File: config.mk
export PLATFORM = sky130hd
export DESIGN_NAME = vec_core_top
export DESIGN_NICKNAME = d
export VERILOG_FILES = /design/src/logic/vec_isa_pkg.sv /design/src/logic/vec_arch_pkg.sv /design/src/logic/vec_sequencer.sv /design/src/logic/vec_pe.sv /design/src/logic/vec_addrgen.sv /design/src/logic/vec_core_top.sv
export SDC_FILE = /design/constraint.sdc
export NUM_CORES = 1
export LEC_CHECK = 0
export ABC_CLOCK_PERIOD_IN_PS = 18200
export BUFFER_PORTS_ARGS = -buffer_cell sky130_fd_sc_hd__clkbuf_2
export CORE_MARGIN = 4
export CORE_UTILIZATION = 55
export DETAILED_ROUTE_END_ITERATION = 8
export PLACE_DENSITY = 0.72
export SLEW_MARGIN = 40
export SYNTH_ARGS = -nofsm -noshare
export SYNTH_HDL_FRONTEND = slang
export SYNTH_HIERARCHICAL = 1
export SYNTH_SLANG_ARGS = --single-unit
File: constraint.sdc
create_clock -name clk_i -period 18.2 [get_ports clk_i]
set_clock_uncertainty 0.15 [all_clocks]
set_input_delay 1.82 -clock clk_i [delete_from_list [all_inputs] [get_ports clk_i]]
set_output_delay 1.82 -clock clk_i [all_outputs]
set_load 0.03 [all_outputs]
File: src/logic/vec_isa_pkg.sv
// -----------------------------------------------
// Instruction-level types of the vector unit
// Operations, register index, vector length,
// element width code and scalar operand
// -----------------------------------------------
package vec_isa_pkg;

  // Supported vector operations
  typedef enum logic [2:0] {
    VADD,
    VMUL,
    VMAND,
    VMV,
    VLE,
    VSE
  } vop_e;

  // Architectural vector registers
  localparam int unsigned NR_VREGS = 32;
  typedef logic [4:0] vreg_t;

  // v0 holds the mask
  localparam vreg_t VMASK = 5'd0;

  // Vector length in elements
  typedef logic [3:0] vlen_t;

  // Element width, bytes = 1 << code
  typedef logic [1:0] eew_t;

  // Scalar operand or memory address
  typedef logic [31:0] elen_t;

endpackage

File: src/logic/vec_arch_pkg.sv
// -----------------------------------------------
// Micro-architecture constants of the vector unit
// Element counts, instruction ids, unit encoding
// -----------------------------------------------
package vec_arch_pkg;

  // Lanes plus load, store and mask units
  localparam int unsigned NR_LANES = 2;
  localparam int unsigned NR_PES   = NR_LANES + 3;

  // Instructions in flight
  localparam int unsigned NR_VINSN = 8;
  typedef logic [$clog2(NR_VINSN)-1:0] vid_t;

  // One bit per instruction id
  typedef logic [NR_VINSN-1:0] vinsn_mask_t;

  // Functional unit that executes an instruction
  typedef enum logic [1:0] {
    LANES,
    LOAD,
    STORE,
    MASK
  } vfu_e;

  // Element index of each unit, counted after the lanes
  localparam int unsigned OFFSET_LOAD  = 0;
  localparam int unsigned OFFSET_STORE = 1;
  localparam int unsigned OFFSET_MASK  = 2;

endpackage

File: src/logic/vec_sequencer.sv
// -----------------------------------------------
// Vector instruction sequencer
// Id allocation, register access lists, hazard
// masks, request broadcast, memory response wait
// -----------------------------------------------
module vec_sequencer (
  input  logic                                                 clk_i,
  input  logic                                                 rst_ni,
  // Dispatcher side
  input  logic                                                 req_valid_i,
  input  vec_isa_pkg::vop_e                                    req_op_i,
  input  vec_isa_pkg::vreg_t                                   req_vd_i,
  input  vec_isa_pkg::vreg_t                                   req_vs1_i,
  input  vec_isa_pkg::vreg_t                                   req_vs2_i,
  input  logic                                                 req_use_vd_i,
  input  logic                                                 req_use_vs1_i,
  input  logic                                                 req_use_vs2_i,
  input  logic                                                 req_vm_i,
  input  vec_isa_pkg::vlen_t                                   req_vl_i,
  input  vec_isa_pkg::eew_t                                    req_eew_i,
  input  vec_isa_pkg::elen_t                                   req_scalar_i,
  output logic                                                 req_ready_o,
  output logic                                                 resp_valid_o,
  output logic                                                 resp_error_o,
  output logic                                                 idle_o,
  // Broadcast to the processing elements
  output logic                                                 pe_req_valid_o,
  output vec_arch_pkg::vid_t                                   pe_req_id_o,
  output vec_isa_pkg::vop_e                                    pe_req_op_o,
  output vec_arch_pkg::vfu_e                                   pe_req_vfu_o,
  output logic                                                 pe_req_vm_o,
  output vec_isa_pkg::vlen_t                                   pe_req_vl_o,
  output vec_isa_pkg::eew_t                                    pe_req_eew_o,
  output vec_isa_pkg::elen_t                                   pe_req_scalar_o,
  output vec_arch_pkg::vinsn_mask_t                            hazard_vs1_o,
  output vec_arch_pkg::vinsn_mask_t                            hazard_vs2_o,
  output vec_arch_pkg::vinsn_mask_t                            hazard_vd_o,
  output vec_arch_pkg::vinsn_mask_t                            hazard_vm_o,
  output vec_arch_pkg::vinsn_mask_t                            vinsn_running_o,
  input  logic [vec_arch_pkg::NR_PES-1:0]                      pe_ready_i,
  input  vec_arch_pkg::vinsn_mask_t [vec_arch_pkg::NR_PES-1:0] pe_done_i,
  // Address generator
  input  logic                                                 addrgen_ack_i,
  input  logic                                                 addrgen_error_i
);

  // WAIT holds the dispatcher until the address generator answers
  typedef enum logic {IDLE, WAIT} state_e;
  state_e state_d, state_q;

  // Running ids per element and over all elements
  vec_arch_pkg::vinsn_mask_t [vec_arch_pkg::NR_PES-1:0] pe_running_d, pe_running_q;
  vec_arch_pkg::vinsn_mask_t                            vinsn_running_d, vinsn_running_q;

  vec_arch_pkg::vid_t next_id;
  logic               vinsn_full;

  // Last reader and last writer of each vector register
  vec_arch_pkg::vid_t [vec_isa_pkg::NR_VREGS-1:0] read_vid_d, read_vid_q;
  vec_arch_pkg::vid_t [vec_isa_pkg::NR_VREGS-1:0] write_vid_d, write_vid_q;
  logic [vec_isa_pkg::NR_VREGS-1:0]               read_valid_p, read_valid_d, read_valid_q;
  logic [vec_isa_pkg::NR_VREGS-1:0]               write_valid_p, write_valid_d, write_valid_q;

  vec_arch_pkg::vinsn_mask_t haz_vs1, haz_vs2, haz_vd, haz_vm;
  vec_arch_pkg::vfu_e        req_vfu;
  logic                      no_operand;
  logic                      any_hazard;
  logic                      accept;

  // Unit that executes an operation
  function automatic vec_arch_pkg::vfu_e vfu_of(vec_isa_pkg::vop_e op);
    vec_arch_pkg::vfu_e vfu;
    case (op)
      vec_isa_pkg::VMAND: vfu = vec_arch_pkg::MASK;
      vec_isa_pkg::VLE:   vfu = vec_arch_pkg::LOAD;
      vec_isa_pkg::VSE:   vfu = vec_arch_pkg::STORE;
      default:            vfu = vec_arch_pkg::LANES;
    endcase
    return vfu;
  endfunction

  // Lowest free id wins
  always_comb begin
    next_id = '0;
    for (int i = vec_arch_pkg::NR_VINSN - 1; i >= 0; i--) begin
      if (!vinsn_running_q[i])
        next_id = vec_arch_pkg::vid_t'(i);
    end
  end
  assign vinsn_full = &vinsn_running_q;

  // Entries of finished ids no longer count
  always_comb begin
    for (int v = 0; v < vec_isa_pkg::NR_VREGS; v++) begin
      read_valid_p[v]  = read_valid_q[v] & vinsn_running_q[read_vid_q[v]];
      write_valid_p[v] = write_valid_q[v] & vinsn_running_q[write_vid_q[v]];
    end
  end

  // Hazard masks of the incoming request
  always_comb begin
    haz_vs1 = '0;
    haz_vs2 = '0;
    haz_vd  = '0;
    haz_vm  = '0;
    // RAW on the sources and the mask register
    if (req_use_vs1_i && write_valid_p[req_vs1_i])
      haz_vs1[write_vid_q[req_vs1_i]] = 1'b1;
    if (req_use_vs2_i && write_valid_p[req_vs2_i])
      haz_vs2[write_vid_q[req_vs2_i]] = 1'b1;
    if (!req_vm_i && write_valid_p[vec_isa_pkg::VMASK])
      haz_vm[write_vid_q[vec_isa_pkg::VMASK]] = 1'b1;
    // WAR when an older instruction still reads vd
    if (req_use_vd_i && read_valid_p[req_vd_i]) begin
      haz_vs1[read_vid_q[req_vd_i]] = 1'b1;
      haz_vs2[read_vid_q[req_vd_i]] = 1'b1;
      haz_vm[read_vid_q[req_vd_i]]  = 1'b1;
    end
    // WAW
    if (req_use_vd_i && write_valid_p[req_vd_i])
      haz_vd[write_vid_q[req_vd_i]] = 1'b1;
  end

  assign req_vfu    = vfu_of(req_op_i);
  assign no_operand = !req_use_vs1_i && !req_use_vs2_i && req_vm_i;
  assign any_hazard = |{haz_vs1, haz_vs2, haz_vd, haz_vm};

  // All elements free, an id left, no broadcast in flight
  // Operand-less instructions also wait out their hazards
  assign req_ready_o = (state_q == IDLE) && (&pe_ready_i) && !vinsn_full &&
                       !pe_req_valid_o && !(no_operand && any_hazard);
  assign accept      = req_valid_i && req_ready_o;

  // Memory response straight from the ack
  assign resp_valid_o = (state_q == WAIT) && addrgen_ack_i;
  assign resp_error_o = resp_valid_o && addrgen_error_i;

  always_comb begin
    state_d       = state_q;
    pe_running_d  = pe_running_q;
    read_vid_d    = read_vid_q;
    write_vid_d   = write_vid_q;
    read_valid_d  = read_valid_p;
    write_valid_d = write_valid_p;
    // Retire finished ids per element
    for (int pe = 0; pe < vec_arch_pkg::NR_PES; pe++)
      pe_running_d[pe] &= ~pe_done_i[pe];
    if (state_q == WAIT && addrgen_ack_i)
      state_d = IDLE;
    if (accept) begin
      // Mark target elements
      case (req_vfu)
        vec_arch_pkg::LOAD:
          pe_running_d[vec_arch_pkg::NR_LANES + vec_arch_pkg::OFFSET_LOAD][next_id] = 1'b1;
        vec_arch_pkg::STORE:
          pe_running_d[vec_arch_pkg::NR_LANES + vec_arch_pkg::OFFSET_STORE][next_id] = 1'b1;
        vec_arch_pkg::MASK:
          pe_running_d[vec_arch_pkg::NR_LANES + vec_arch_pkg::OFFSET_MASK][next_id] = 1'b1;
        default:
          for (int l = 0; l < vec_arch_pkg::NR_LANES; l++)
            pe_running_d[l][next_id] = 1'b1;
      endcase
      // Masked work also runs on the mask unit
      if (!req_vm_i)
        pe_running_d[vec_arch_pkg::NR_LANES + vec_arch_pkg::OFFSET_MASK][next_id] = 1'b1;
      if (req_vfu == vec_arch_pkg::LOAD || req_vfu == vec_arch_pkg::STORE)
        state_d = WAIT;
      // Record new accesses
      if (req_use_vd_i) begin
        write_vid_d[req_vd_i]   = next_id;
        write_valid_d[req_vd_i] = 1'b1;
      end
      if (req_use_vs1_i) begin
        read_vid_d[req_vs1_i]   = next_id;
        read_valid_d[req_vs1_i] = 1'b1;
      end
      if (req_use_vs2_i) begin
        read_vid_d[req_vs2_i]   = next_id;
        read_valid_d[req_vs2_i] = 1'b1;
      end
      if (!req_vm_i) begin
        read_vid_d[vec_isa_pkg::VMASK]   = next_id;
        read_valid_d[vec_isa_pkg::VMASK] = 1'b1;
      end
    end
  end

  always_comb begin
    vinsn_running_d = '0;
    for (int pe = 0; pe < vec_arch_pkg::NR_PES; pe++)
      vinsn_running_d |= pe_running_d[pe];
  end

  assign vinsn_running_o = vinsn_running_q;
  assign idle_o          = ~|vinsn_running_q;

  always_ff @(posedge clk_i or negedge rst_ni) begin
    if (!rst_ni) begin
      state_q         <= IDLE;
      pe_running_q    <= '0;
      vinsn_running_q <= '0;
      read_valid_q    <= '0;
      write_valid_q   <= '0;
      pe_req_valid_o  <= 1'b0;
    end else begin
      state_q         <= state_d;
      pe_running_q    <= pe_running_d;
      vinsn_running_q <= vinsn_running_d;
      read_valid_q    <= read_valid_d;
      write_valid_q   <= write_valid_d;
      pe_req_valid_o  <= accept;
    end
  end

  // Id lists and broadcast payload
  always_ff @(posedge clk_i) begin
    read_vid_q  <= read_vid_d;
    write_vid_q <= write_vid_d;
    if (accept) begin
      pe_req_id_o     <= next_id;
      pe_req_op_o     <= req_op_i;
      pe_req_vfu_o    <= req_vfu;
      pe_req_vm_o     <= req_vm_i;
      pe_req_vl_o     <= req_vl_i;
      pe_req_eew_o    <= req_eew_i;
      pe_req_scalar_o <= req_scalar_i;
      hazard_vs1_o    <= haz_vs1;
      hazard_vs2_o    <= haz_vs2;
      hazard_vd_o     <= haz_vd;
      hazard_vm_o     <= haz_vm;
    end
  end

  // Granted id was not in use
  a_accept_free_id: assert property (@(posedge clk_i) disable iff (!rst_ni)
    accept |-> !vinsn_running_q[next_id]);

  // Broadcast lasts exactly one cycle
  a_single_pulse: assert property (@(posedge clk_i) disable iff (!rst_ni)
    pe_req_valid_o |=> !pe_req_valid_o);

  // Every address generator ack lands in a WAIT
  a_resp_in_wait: assert property (@(posedge clk_i) disable iff (!rst_ni)
    addrgen_ack_i |-> state_q == WAIT);

endmodule

File: src/logic/vec_pe.sv
// -----------------------------------------------
// Processing element: captures one request, waits
// on its hazards, runs vl cycles and pulses done
// -----------------------------------------------
module vec_pe #(
  parameter vec_arch_pkg::vfu_e PE_VFU  = vec_arch_pkg::LANES,
  parameter bit                 PE_MASK = 1'b0
) (
  input  logic                      clk_i,
  input  logic                      rst_ni,
  input  logic                      pe_req_valid_i,
  input  vec_arch_pkg::vid_t        pe_req_id_i,
  input  vec_arch_pkg::vfu_e        pe_req_vfu_i,
  input  logic                      pe_req_vm_i,
  input  vec_isa_pkg::vlen_t        pe_req_vl_i,
  input  vec_arch_pkg::vinsn_mask_t hazard_vs1_i,
  input  vec_arch_pkg::vinsn_mask_t hazard_vs2_i,
  input  vec_arch_pkg::vinsn_mask_t hazard_vd_i,
  input  vec_arch_pkg::vinsn_mask_t hazard_vm_i,
  input  vec_arch_pkg::vinsn_mask_t vinsn_running_i,
  output logic                      ready_o,
  output vec_arch_pkg::vinsn_mask_t done_o
);

  typedef enum logic [1:0] {PE_IDLE, PE_WAIT, PE_RUN} pe_state_e;
  pe_state_e state_d, state_q;

  vec_arch_pkg::vid_t        id_q;
  vec_arch_pkg::vinsn_mask_t haz_q;
  vec_isa_pkg::vlen_t        cnt_q;
  logic                      capture;
  logic                      haz_clear;
  logic                      last;

  // Own unit, or any masked request on the mask element
  assign capture   = pe_req_valid_i && (pe_req_vfu_i == PE_VFU || (PE_MASK && !pe_req_vm_i));
  assign haz_clear = ~|(haz_q & vinsn_running_i);
  assign last      = cnt_q <= vec_isa_pkg::vlen_t'(1);

  always_comb begin
    state_d = state_q;
    case (state_q)
      PE_IDLE: if (capture) state_d = PE_WAIT;
      PE_WAIT: if (haz_clear) state_d = PE_RUN;
      PE_RUN:  if (last) state_d = PE_IDLE;
      default: state_d = PE_IDLE;
    endcase
  end

  always_ff @(posedge clk_i or negedge rst_ni) begin
    if (!rst_ni)
      state_q <= PE_IDLE;
    else
      state_q <= state_d;
  end

  // Request payload and cycle counter
  always_ff @(posedge clk_i) begin
    if (capture) begin
      id_q  <= pe_req_id_i;
      haz_q <= hazard_vs1_i | hazard_vs2_i | hazard_vd_i | hazard_vm_i;
      cnt_q <= pe_req_vl_i;
    end else if (state_q == PE_RUN) begin
      cnt_q <= cnt_q - vec_isa_pkg::vlen_t'(1);
    end
  end

  assign ready_o = (state_q == PE_IDLE);

  always_comb begin
    done_o = '0;
    if (state_q == PE_RUN && last)
      done_o[id_q] = 1'b1;
  end

  // Sequencer only broadcasts to free elements
  a_no_capture_busy: assert property (@(posedge clk_i) disable iff (!rst_ni)
    capture |-> state_q == PE_IDLE);

endmodule

File: src/logic/vec_addrgen.sv
// -----------------------------------------------
// Address generator stub, acknowledges a memory
// instruction after 3 cycles with a misalign flag
// -----------------------------------------------
module vec_addrgen (
  input  logic               clk_i,
  input  logic               rst_ni,
  input  logic               pe_req_valid_i,
  input  vec_arch_pkg::vfu_e pe_req_vfu_i,
  input  vec_isa_pkg::elen_t scalar_i,
  input  vec_isa_pkg::eew_t  eew_i,
  output logic               ack_o,
  output logic               error_o
);

  logic                     mem_req;
  logic                     misaligned;
  logic [2:0]               vld_q;
  logic [2:0]               err_q;
  vec_isa_pkg::elen_t       align_mask;

  assign mem_req = pe_req_valid_i &&
                   (pe_req_vfu_i == vec_arch_pkg::LOAD || pe_req_vfu_i == vec_arch_pkg::STORE);

  // Low address bits must be zero for the element size
  assign align_mask = (vec_isa_pkg::elen_t'(1) << eew_i) - vec_isa_pkg::elen_t'(1);
  assign misaligned = |(scalar_i & align_mask);

  // Delay line, valid bits under reset
  always_ff @(posedge clk_i or negedge rst_ni) begin
    if (!rst_ni)
      vld_q <= '0;
    else
      vld_q <= {vld_q[1:0], mem_req};
  end

  always_ff @(posedge clk_i) begin
    err_q <= {err_q[1:0], misaligned};
  end

  assign ack_o   = vld_q[2];
  assign error_o = err_q[2];

  // Sequencer waits for the ack before the next memory request
  a_one_pending: assert property (@(posedge clk_i) disable iff (!rst_ni)
    mem_req |-> ~|vld_q);

endmodule

File: src/logic/vec_core_top.sv
// -----------------------------------------------
// Vector issue subsystem top level
// Sequencer, processing elements, address generator
// -----------------------------------------------
module vec_core_top (
  input  logic                      clk_i,
  input  logic                      rst_ni,
  input  logic                      req_valid_i,
  input  vec_isa_pkg::vop_e         req_op_i,
  input  vec_isa_pkg::vreg_t        req_vd_i,
  input  vec_isa_pkg::vreg_t        req_vs1_i,
  input  vec_isa_pkg::vreg_t        req_vs2_i,
  input  logic                      req_use_vd_i,
  input  logic                      req_use_vs1_i,
  input  logic                      req_use_vs2_i,
  input  logic                      req_vm_i,
  input  vec_isa_pkg::vlen_t        req_vl_i,
  input  vec_isa_pkg::eew_t         req_eew_i,
  input  vec_isa_pkg::elen_t        req_scalar_i,
  output logic                      req_ready_o,
  output logic                      resp_valid_o,
  output logic                      resp_error_o,
  output logic                      idle_o,
  output logic                      issue_valid_o,
  output vec_arch_pkg::vid_t        issue_id_o,
  output vec_arch_pkg::vinsn_mask_t done_mask_o
);

  // Broadcast bus
  logic                      pe_req_valid;
  vec_arch_pkg::vid_t        pe_req_id;
  vec_arch_pkg::vfu_e        pe_req_vfu;
  logic                      pe_req_vm;
  vec_isa_pkg::vlen_t        pe_req_vl;
  vec_isa_pkg::eew_t         pe_req_eew;
  vec_isa_pkg::elen_t        pe_req_scalar;
  vec_arch_pkg::vinsn_mask_t hazard_vs1, hazard_vs2, hazard_vd, hazard_vm;
  vec_arch_pkg::vinsn_mask_t vinsn_running;

  // Element returns
  logic [vec_arch_pkg::NR_PES-1:0]                      pe_ready;
  vec_arch_pkg::vinsn_mask_t [vec_arch_pkg::NR_PES-1:0] pe_done;

  logic addrgen_ack;
  logic addrgen_error;

  vec_sequencer i_sequencer (
    .clk_i           (clk_i),
    .rst_ni          (rst_ni),
    .req_valid_i     (req_valid_i),
    .req_op_i        (req_op_i),
    .req_vd_i        (req_vd_i),
    .req_vs1_i       (req_vs1_i),
    .req_vs2_i       (req_vs2_i),
    .req_use_vd_i    (req_use_vd_i),
    .req_use_vs1_i   (req_use_vs1_i),
    .req_use_vs2_i   (req_use_vs2_i),
    .req_vm_i        (req_vm_i),
    .req_vl_i        (req_vl_i),
    .req_eew_i       (req_eew_i),
    .req_scalar_i    (req_scalar_i),
    .req_ready_o     (req_ready_o),
    .resp_valid_o    (resp_valid_o),
    .resp_error_o    (resp_error_o),
    .idle_o          (idle_o),
    .pe_req_valid_o  (pe_req_valid),
    .pe_req_id_o     (pe_req_id),
    .pe_req_op_o     (),
    .pe_req_vfu_o    (pe_req_vfu),
    .pe_req_vm_o     (pe_req_vm),
    .pe_req_vl_o     (pe_req_vl),
    .pe_req_eew_o    (pe_req_eew),
    .pe_req_scalar_o (pe_req_scalar),
    .hazard_vs1_o    (hazard_vs1),
    .hazard_vs2_o    (hazard_vs2),
    .hazard_vd_o     (hazard_vd),
    .hazard_vm_o     (hazard_vm),
    .vinsn_running_o (vinsn_running),
    .pe_ready_i      (pe_ready),
    .pe_done_i       (pe_done),
    .addrgen_ack_i   (addrgen_ack),
    .addrgen_error_i (addrgen_error)
  );

  // Lanes first, then load, store and mask units
  for (genvar g = 0; g < vec_arch_pkg::NR_PES; g++) begin : gen_pe
    localparam vec_arch_pkg::vfu_e VFU =
      (g < vec_arch_pkg::NR_LANES) ? vec_arch_pkg::LANES :
      (g == vec_arch_pkg::NR_LANES + vec_arch_pkg::OFFSET_LOAD)  ? vec_arch_pkg::LOAD  :
      (g == vec_arch_pkg::NR_LANES + vec_arch_pkg::OFFSET_STORE) ? vec_arch_pkg::STORE :
      vec_arch_pkg::MASK;

    vec_pe #(
      .PE_VFU  (VFU),
      .PE_MASK (1'(g == vec_arch_pkg::NR_LANES + vec_arch_pkg::OFFSET_MASK))
    ) i_pe (
      .clk_i           (clk_i),
      .rst_ni          (rst_ni),
      .pe_req_valid_i  (pe_req_valid),
      .pe_req_id_i     (pe_req_id),
      .pe_req_vfu_i    (pe_req_vfu),
      .pe_req_vm_i     (pe_req_vm),
      .pe_req_vl_i     (pe_req_vl),
      .hazard_vs1_i    (hazard_vs1),
      .hazard_vs2_i    (hazard_vs2),
      .hazard_vd_i     (hazard_vd),
      .hazard_vm_i     (hazard_vm),
      .vinsn_running_i (vinsn_running),
      .ready_o         (pe_ready[g]),
      .done_o          (pe_done[g])
    );
  end

  vec_addrgen i_addrgen (
    .clk_i          (clk_i),
    .rst_ni         (rst_ni),
    .pe_req_valid_i (pe_req_valid),
    .pe_req_vfu_i   (pe_req_vfu),
    .scalar_i       (pe_req_scalar),
    .eew_i          (pe_req_eew),
    .ack_o          (addrgen_ack),
    .error_o        (addrgen_error)
  );

  assign issue_valid_o = pe_req_valid;
  assign issue_id_o    = pe_req_id;

  // Done bits of all elements
  always_comb begin
    done_mask_o = '0;
    for (int pe = 0; pe < vec_arch_pkg::NR_PES; pe++)
      done_mask_o |= pe_done[pe];
  end

endmodule

### Yosys cells after proc, flatten, opt, wreduce, memory -nomap -nowiden

Cells that the tools add are included.

| word-level totals | value |
|---|---|
| bits of input ports | 63 |
| word-level logic and storage cells | 667 |
| bits in registers | 462 |
| output and inout bits | 16 |

| operators by class | value |
|---|---|
| equality and inequality tests | 34 |
| add/sub/neg operators | 6 |
| order comparisons | 94 |
| shift-type cells | 1 |
| mux-type cells | 249 |
| bitwise logic cells | 103 |
| reductions and logical operators | 76 |

Operators with widths:

| cell | number |
|---|---|
| less-than comparator 3 x 4 -> 1 bit, second input constant | 73 |
| bitwise mux 96 bit | 3 |
| two-way mux 96 bit | 3 |
| binary-select mux 1 bit (select 3 bit) | 64 |
| two-way mux 32 bit | 6 |
| bitwise OR 8 bit | 20 |
| two-way mux 8 bit | 17 |
| bitwise OR 32 bit | 3 |
| two-way mux 1 bit | 85 |
| bitwise AND 8 bit | 9 |
| bitwise AND 1 bit | 64 |
| OR reduction 32 bit | 2 |
| binary-select mux 3 bit (select 5 bit) | 4 |
| two-way mux 3 bit | 16 |
| demux 3 bit (select 5 bit) | 3 |
| two-way mux 4 bit | 10 |
| two-way mux 40 bit | 1 |
| NOT 8 bit | 5 |
| OR reduction 8 bit | 5 |
| logical AND 1 bit | 38 |
| one-hot mux 2 bit (3 select lines) | 6 |
| bitwise AND 32 bit | 1 |
| << shifter 1 x 2 -> 32 bit, first input constant | 1 |
| subtractor 32 x 1 -> 32 bit, second input constant | 1 |
| 26 further kinds | 123 |

### Logic depth before layout (Yosys ltp)

| logic depth | value |
|---|---|
| word-level depth | 22 |
| mapped depth | 15 |
| gate-level depth less buffers | 10 |

### By module

The synthesis kept the hierarchy.

Modules (own cells, without submodules):

| module | area an instance (um^2) | times used | sequential area each (um^2) | cells an instance |
|---|---|---|---|---|
| vec_sequencer | 23755.3 | 1 | 10990.5 | 1851 |
| vec_pe (gen_pe[0].i_pe ...) | 852.1 | 2 | 500.5 | 71 |
| vec_pe (gen_pe[2].i_pe ...) | 839.6 | 2 | 500.5 | 70 |
| vec_pe (gen_pe[4].i_pe) | 859.6 | 1 | 500.5 | 68 |
| vec_addrgen | 304.0 | 1 | 135.1 | 29 |
| vec_core_top | 100.1 | 1 | 0.0 | 24 |

### Worst setup path before layout

No wires, ideal clock.

| timing | value |
|---|---|
| path type | input port to flip-flop |
| start | input req_vd_i[1] |
| end | register i_sequencer.hazard_vd_o[0], enable pin |
| data required time | 17.522 ns |
| cell stages on the path | 11 |
| slack | 10.416 ns |
| arrival | 7.106 ns |
| library setup time | 0.528 ns |
| buffers on the path | 4 |
| cell sequence | buf_2 buf_1 mux4_2 nor2_1 a21oi_1 o2111ai_1 and4bb_1 o211ai_2 buf_6 buf_6 inv_1 |

| between the ends | value |
|---|---|
| longest elaborated chain between the ends | 13 |
| elaborated cells on any way between the ends | 32 |
| classes of those cells | order compare (4); mux (16); bitwise (3); reduce/logical (9) |

Ends and longest elaborated chain:

| what | line | RTL |
|---|---|---|
| start, declared | vec_core_top.sv:10 | `input vec_isa_pkg::vreg_t req_vd_i,` |
| binary-select mux 3 bit (select 5 bit) | vec_sequencer.sv:115, vec_sequencer.sv:116, vec_sequencer.sv:117 |  |
| two-way mux 3 bit (implied by the code) | vec_sequencer.sv:115, vec_sequencer.sv:116, vec_sequencer.sv:117 |  |
| less-than comparator 3 x 4 -> 1 bit (implied by the code) or >= comparator 3 x 1 -> 1 bit (tied branches) | vec_sequencer.sv:115, vec_sequencer.sv:116, vec_sequencer.sv:117 |  |
| logical AND 1 bit (implied by the code) | vec_sequencer.sv:115, vec_sequencer.sv:116, vec_sequencer.sv:117 |  |
| two-way mux 1 bit (implied by the code) | vec_sequencer.sv:115, vec_sequencer.sv:116, vec_sequencer.sv:117 |  |
| demux 1 bit (select 3 bit) | -- |  |
| bitwise OR 8 bit (no line) | -- |  |
| two-way mux 8 bit | vec_sequencer.sv:114 | `if (req_use_vd_i && read_valid_p[req_vd_i]) begin` |
| OR reduction 32 bit * | vec_sequencer.sv:126 | `assign any_hazard = \|{haz_vs1, haz_vs2, haz_vd, haz_vm};` |
| logical AND 1 bit * | vec_sequencer.sv:131 | `!pe_req_valid_o && !(no_operand && any_hazard);` |
| zero test 1 bit * | vec_sequencer.sv:131 |  |
| logical AND 1 bit * | vec_sequencer.sv:131 |  |
| logical AND 1 bit * | vec_sequencer.sv:132 | `assign accept = req_valid_i && req_ready_o;` |
| via i_sequencer.accept | vec_sequencer.sv:68 | `logic accept;` |
| end signal, assigned | vec_sequencer.sv:229 | `hazard_vd_o <= haz_vd;` |
| end, declared | vec_sequencer.sv:37 | `output vec_arch_pkg::vinsn_mask_t hazard_vd_o,` |

The timed path passes the listed nets; every way through them passes the cells marked *. The select of a mux whose other input is x is not followed.
A chain may end at the register's enable or synchronous reset.

### Final worst setup path

| timing | value |
|---|---|
| start | input req_vd_i[0] |
| end | output req_ready_o |

| between the ends | value |
|---|---|
| longest elaborated chain between the ends | 12 |
| elaborated cells on any way between the ends | 31 |
| classes of those cells | order compare (4); mux (16); bitwise (3); reduce/logical (8) |

Ends and longest elaborated chain:

| what | line | RTL |
|---|---|---|
| binary-select mux 3 bit (select 5 bit) | vec_sequencer.sv:115, vec_sequencer.sv:116, vec_sequencer.sv:117 |  |
| two-way mux 3 bit (implied by the code) | vec_sequencer.sv:115, vec_sequencer.sv:116, vec_sequencer.sv:117 |  |
| less-than comparator 3 x 4 -> 1 bit (implied by the code) or >= comparator 3 x 1 -> 1 bit (tied branches) | vec_sequencer.sv:115, vec_sequencer.sv:116, vec_sequencer.sv:117 |  |
| logical AND 1 bit (implied by the code) | vec_sequencer.sv:115, vec_sequencer.sv:116, vec_sequencer.sv:117 |  |
| two-way mux 1 bit (implied by the code) | vec_sequencer.sv:115, vec_sequencer.sv:116, vec_sequencer.sv:117 |  |
| demux 1 bit (select 3 bit) | -- |  |
| bitwise OR 8 bit (no line) | -- |  |
| two-way mux 8 bit | vec_sequencer.sv:114 |  |
| OR reduction 32 bit * | vec_sequencer.sv:126 |  |
| logical AND 1 bit * | vec_sequencer.sv:131 |  |
| zero test 1 bit * | vec_sequencer.sv:131 |  |
| logical AND 1 bit * | vec_sequencer.sv:131 |  |
| end, declared | vec_core_top.sv:20 | `output logic req_ready_o,` |

Every way passes the cells marked *; elsewhere a longest branch is shown, timed or not. The select of a mux whose other input is x is not followed.

==> run metrics <==
outcome finished with violations; failing checks design-rule violations; crit end category output pin; PwrDens 74.1 nW/um^2; Die X-Extent 234 um; Gate Count Post-Synth 2244; crit path launch type input pin; syn nets 2323; GRT Overall Usage 0.318; worst reg-to-reg path cell count 13; Critical path buffers and inverters 3; CP Class input pin to output pin; Yosys Warn Count 6; DRC viols 4; DR pass1 iterations 9; GRT overflow 0; core area 50400 um^2; max incr delay on CP 0.70 ns; CP most frequent cell buf_4; Skew-Pair Late Insertion Delay 0.63 ns; ratio of cells with drive above 1 in the final layout 0.252; MaxCap Viol Count 0; Critical Path RT 16.23 ns; clk root buf clkbuf_16; CP arrival 5.93 ns; hold_buf cts 0; row count 82; clock tree sinks 466; flop2flop setup slack 12.07 ns; RR Endpoint i_sequencer/vinsn_running_o[1]$_DFF_PN0_; DP Cell Count 2865; mapped cell area 28100 um^2; Ports 79; Hold Path Class flip-flop to flip-flop; fillers 3892; Via density 7.33; final worst-path cycle share 0.434; post-CTS setup buffer count 0; Max-Slew Margin vs Limit 0.380; clock tree buffer depth 3; H-Tree Level Count 2; sequential standard cell area 13300 um^2; PostCTS Resize Cnt 0; Worst-Margin Slew 0.926 ns; Slew Viols, Final 0; Layout area overhead 8.98%; post-route ant nets 0; dpl hpwl 57.1 mm; worst r2r src i_sequencer/vinsn_running_o[4]$_DFF_PN0_; WL/cell 29.7 um; Hold Crit Depth 0; largest net degree at the start of global routing 92; Inserted Clock Buffers 50; Setup-failing EPs final 0; first-pass GRT wire length 132 mm; initial DRC count 3104; port buffer count 71; HP Start i_addrgen/err_q[0]$_DFF_P_; CTS tree built; Starting Density 0.558; initial antenna violation count 6; leakage 10.3 nW; Worst VDD drop 74.5 uV; vias in the first global route 21163; critical path's slowest cell buf_4; drt total wl 88.0 mm; delay-heaviest family, CP simple AND/OR/NAND/NOR gates; fmax 127 MHz; clock transition at the registers of the reported paths 0.06 ns; multi-input logic area 13900 um^2; via count 21735; Max Fanout on Critical Path 44; critical-path cell list buf_4 > buf_4 > nand2_1 > nor3_1 > o31a_1 > a221oi_1 > nand4_1 > o32ai_1 > and4bb_1 > nor2_2 > nor2_1 > clkbuf_2; nets 2324; RSZ-0062 raised after global routing no; Period minus WS final 7.90 ns; Setup TNS Final 0 ns; RePlAce Congestion 1.03; final hold vios 0; Die Ht 234 um; WHS Endpoint i_addrgen/err_q[1]$_DFF_P_; Mean Syn Cell Area 12.5 um^2; Die Footprint 54800 um^2; final non-filler cell total 2964
-- state kept, by name, summed over array words and instances (netlist names), 20 cells and up --
register and cells:
gen_pe.i_pe/haz_q 40, i_sequencer/write_valid_q 32, i_sequencer/pe_running_q 40, i_sequencer/write_vid_q 96
i_sequencer/read_vid_q 96, i_sequencer/pe_req_scalar_o 25, i_sequencer/read_valid_q 32, gen_pe.i_pe/cnt_q 20
-- area by class of cell --
type	instances	share of cell area
clock inverters	24	0.00829
inverters	79	0.00993
well taps	672	0.0275
multi-input cells	1546	0.453
repair buffers	102	0.0203
clock buffers	69	0.0452
diodes	6	0.000490
flip-flops and latches	466	0.436
-- cells in the final DEF (no fill, tap or decap), types with 28 or more instances in the layout --
cell and instances:
edfxtp_1 336, mux4_2 192, nand2_1 175, nor2_1 147, mux2_2 135, dfrtp_1 119
mux2i_1 82, inv_1 74, clkbuf_2 67, nand2b_1 59, o31ai_1 58, clkbuf_16 52
nand3_1 52, nor3_1 50, o22ai_1 48, a22oi_1 47, or4_1 44, o21ai_0 42
nor4_1 37, a21oi_1 32, buf_4 28
-- stage by stage --
stage               hold slack [ns]   util  cell area (um^2)  power (mW)  worst slack, ns
finish                        0.174  0.608             30600        2.27            10.30
global route                  0.171  0.608             30600        2.33            10.25
CTS                           0.163  0.607             30600        2.27            10.52
detailed placement            0.166  0.574             28900        1.26            10.51
global placement              0.160  0.574             28900        1.26            10.67
floorplan                     0.160      -             28100        1.22            10.62
-- worst max-delay path by stage --
stage,startpoint,to,slack (ns),cells after the start
after global placement,req_vd_i[0],req_ready_o,10.67,12
after CTS,req_vd_i[0],req_ready_o,10.52,12
after detailed placement,req_vd_i[0],req_ready_o,10.51,12
final,req_vd_i[0],req_ready_o,10.30,12
after global routing,req_vd_i[0],req_ready_o,10.25,12
after floorplan,req_vd_i[1],i_sequencer/hazard_vd_o[0]$_DFFE_PN_,10.62,11
-- layer usage --
| layer | part of all wire | wire [um] | up-vias | global-route usage |
|---|---|---|---|---|
| met3 | 0.13 | 11600 | 393 | 0.0884 |
| met1 | 0.36 | 31400 | 10679 | 0.422 |
| met5 | 0.00022 | 19 | - | 0 |
| met2 | 0.45 | 39800 | 1705 | 0.489 |
| li1 | - | - | 8954 | - |
| met4 | 0.059 | 5190 | 4 | 0.152 |
-- where the power goes --
group	internal (mW)	switching [mW]	leakage, nW	total [mW]
sequential	1.13	0.0000233	4.60	1.13
clock	0.580	0.441	0.790	1.02
combinational	0.0339	0.0834	4.89	0.117
Note: power is estimated with default switching activity, not from simulation.
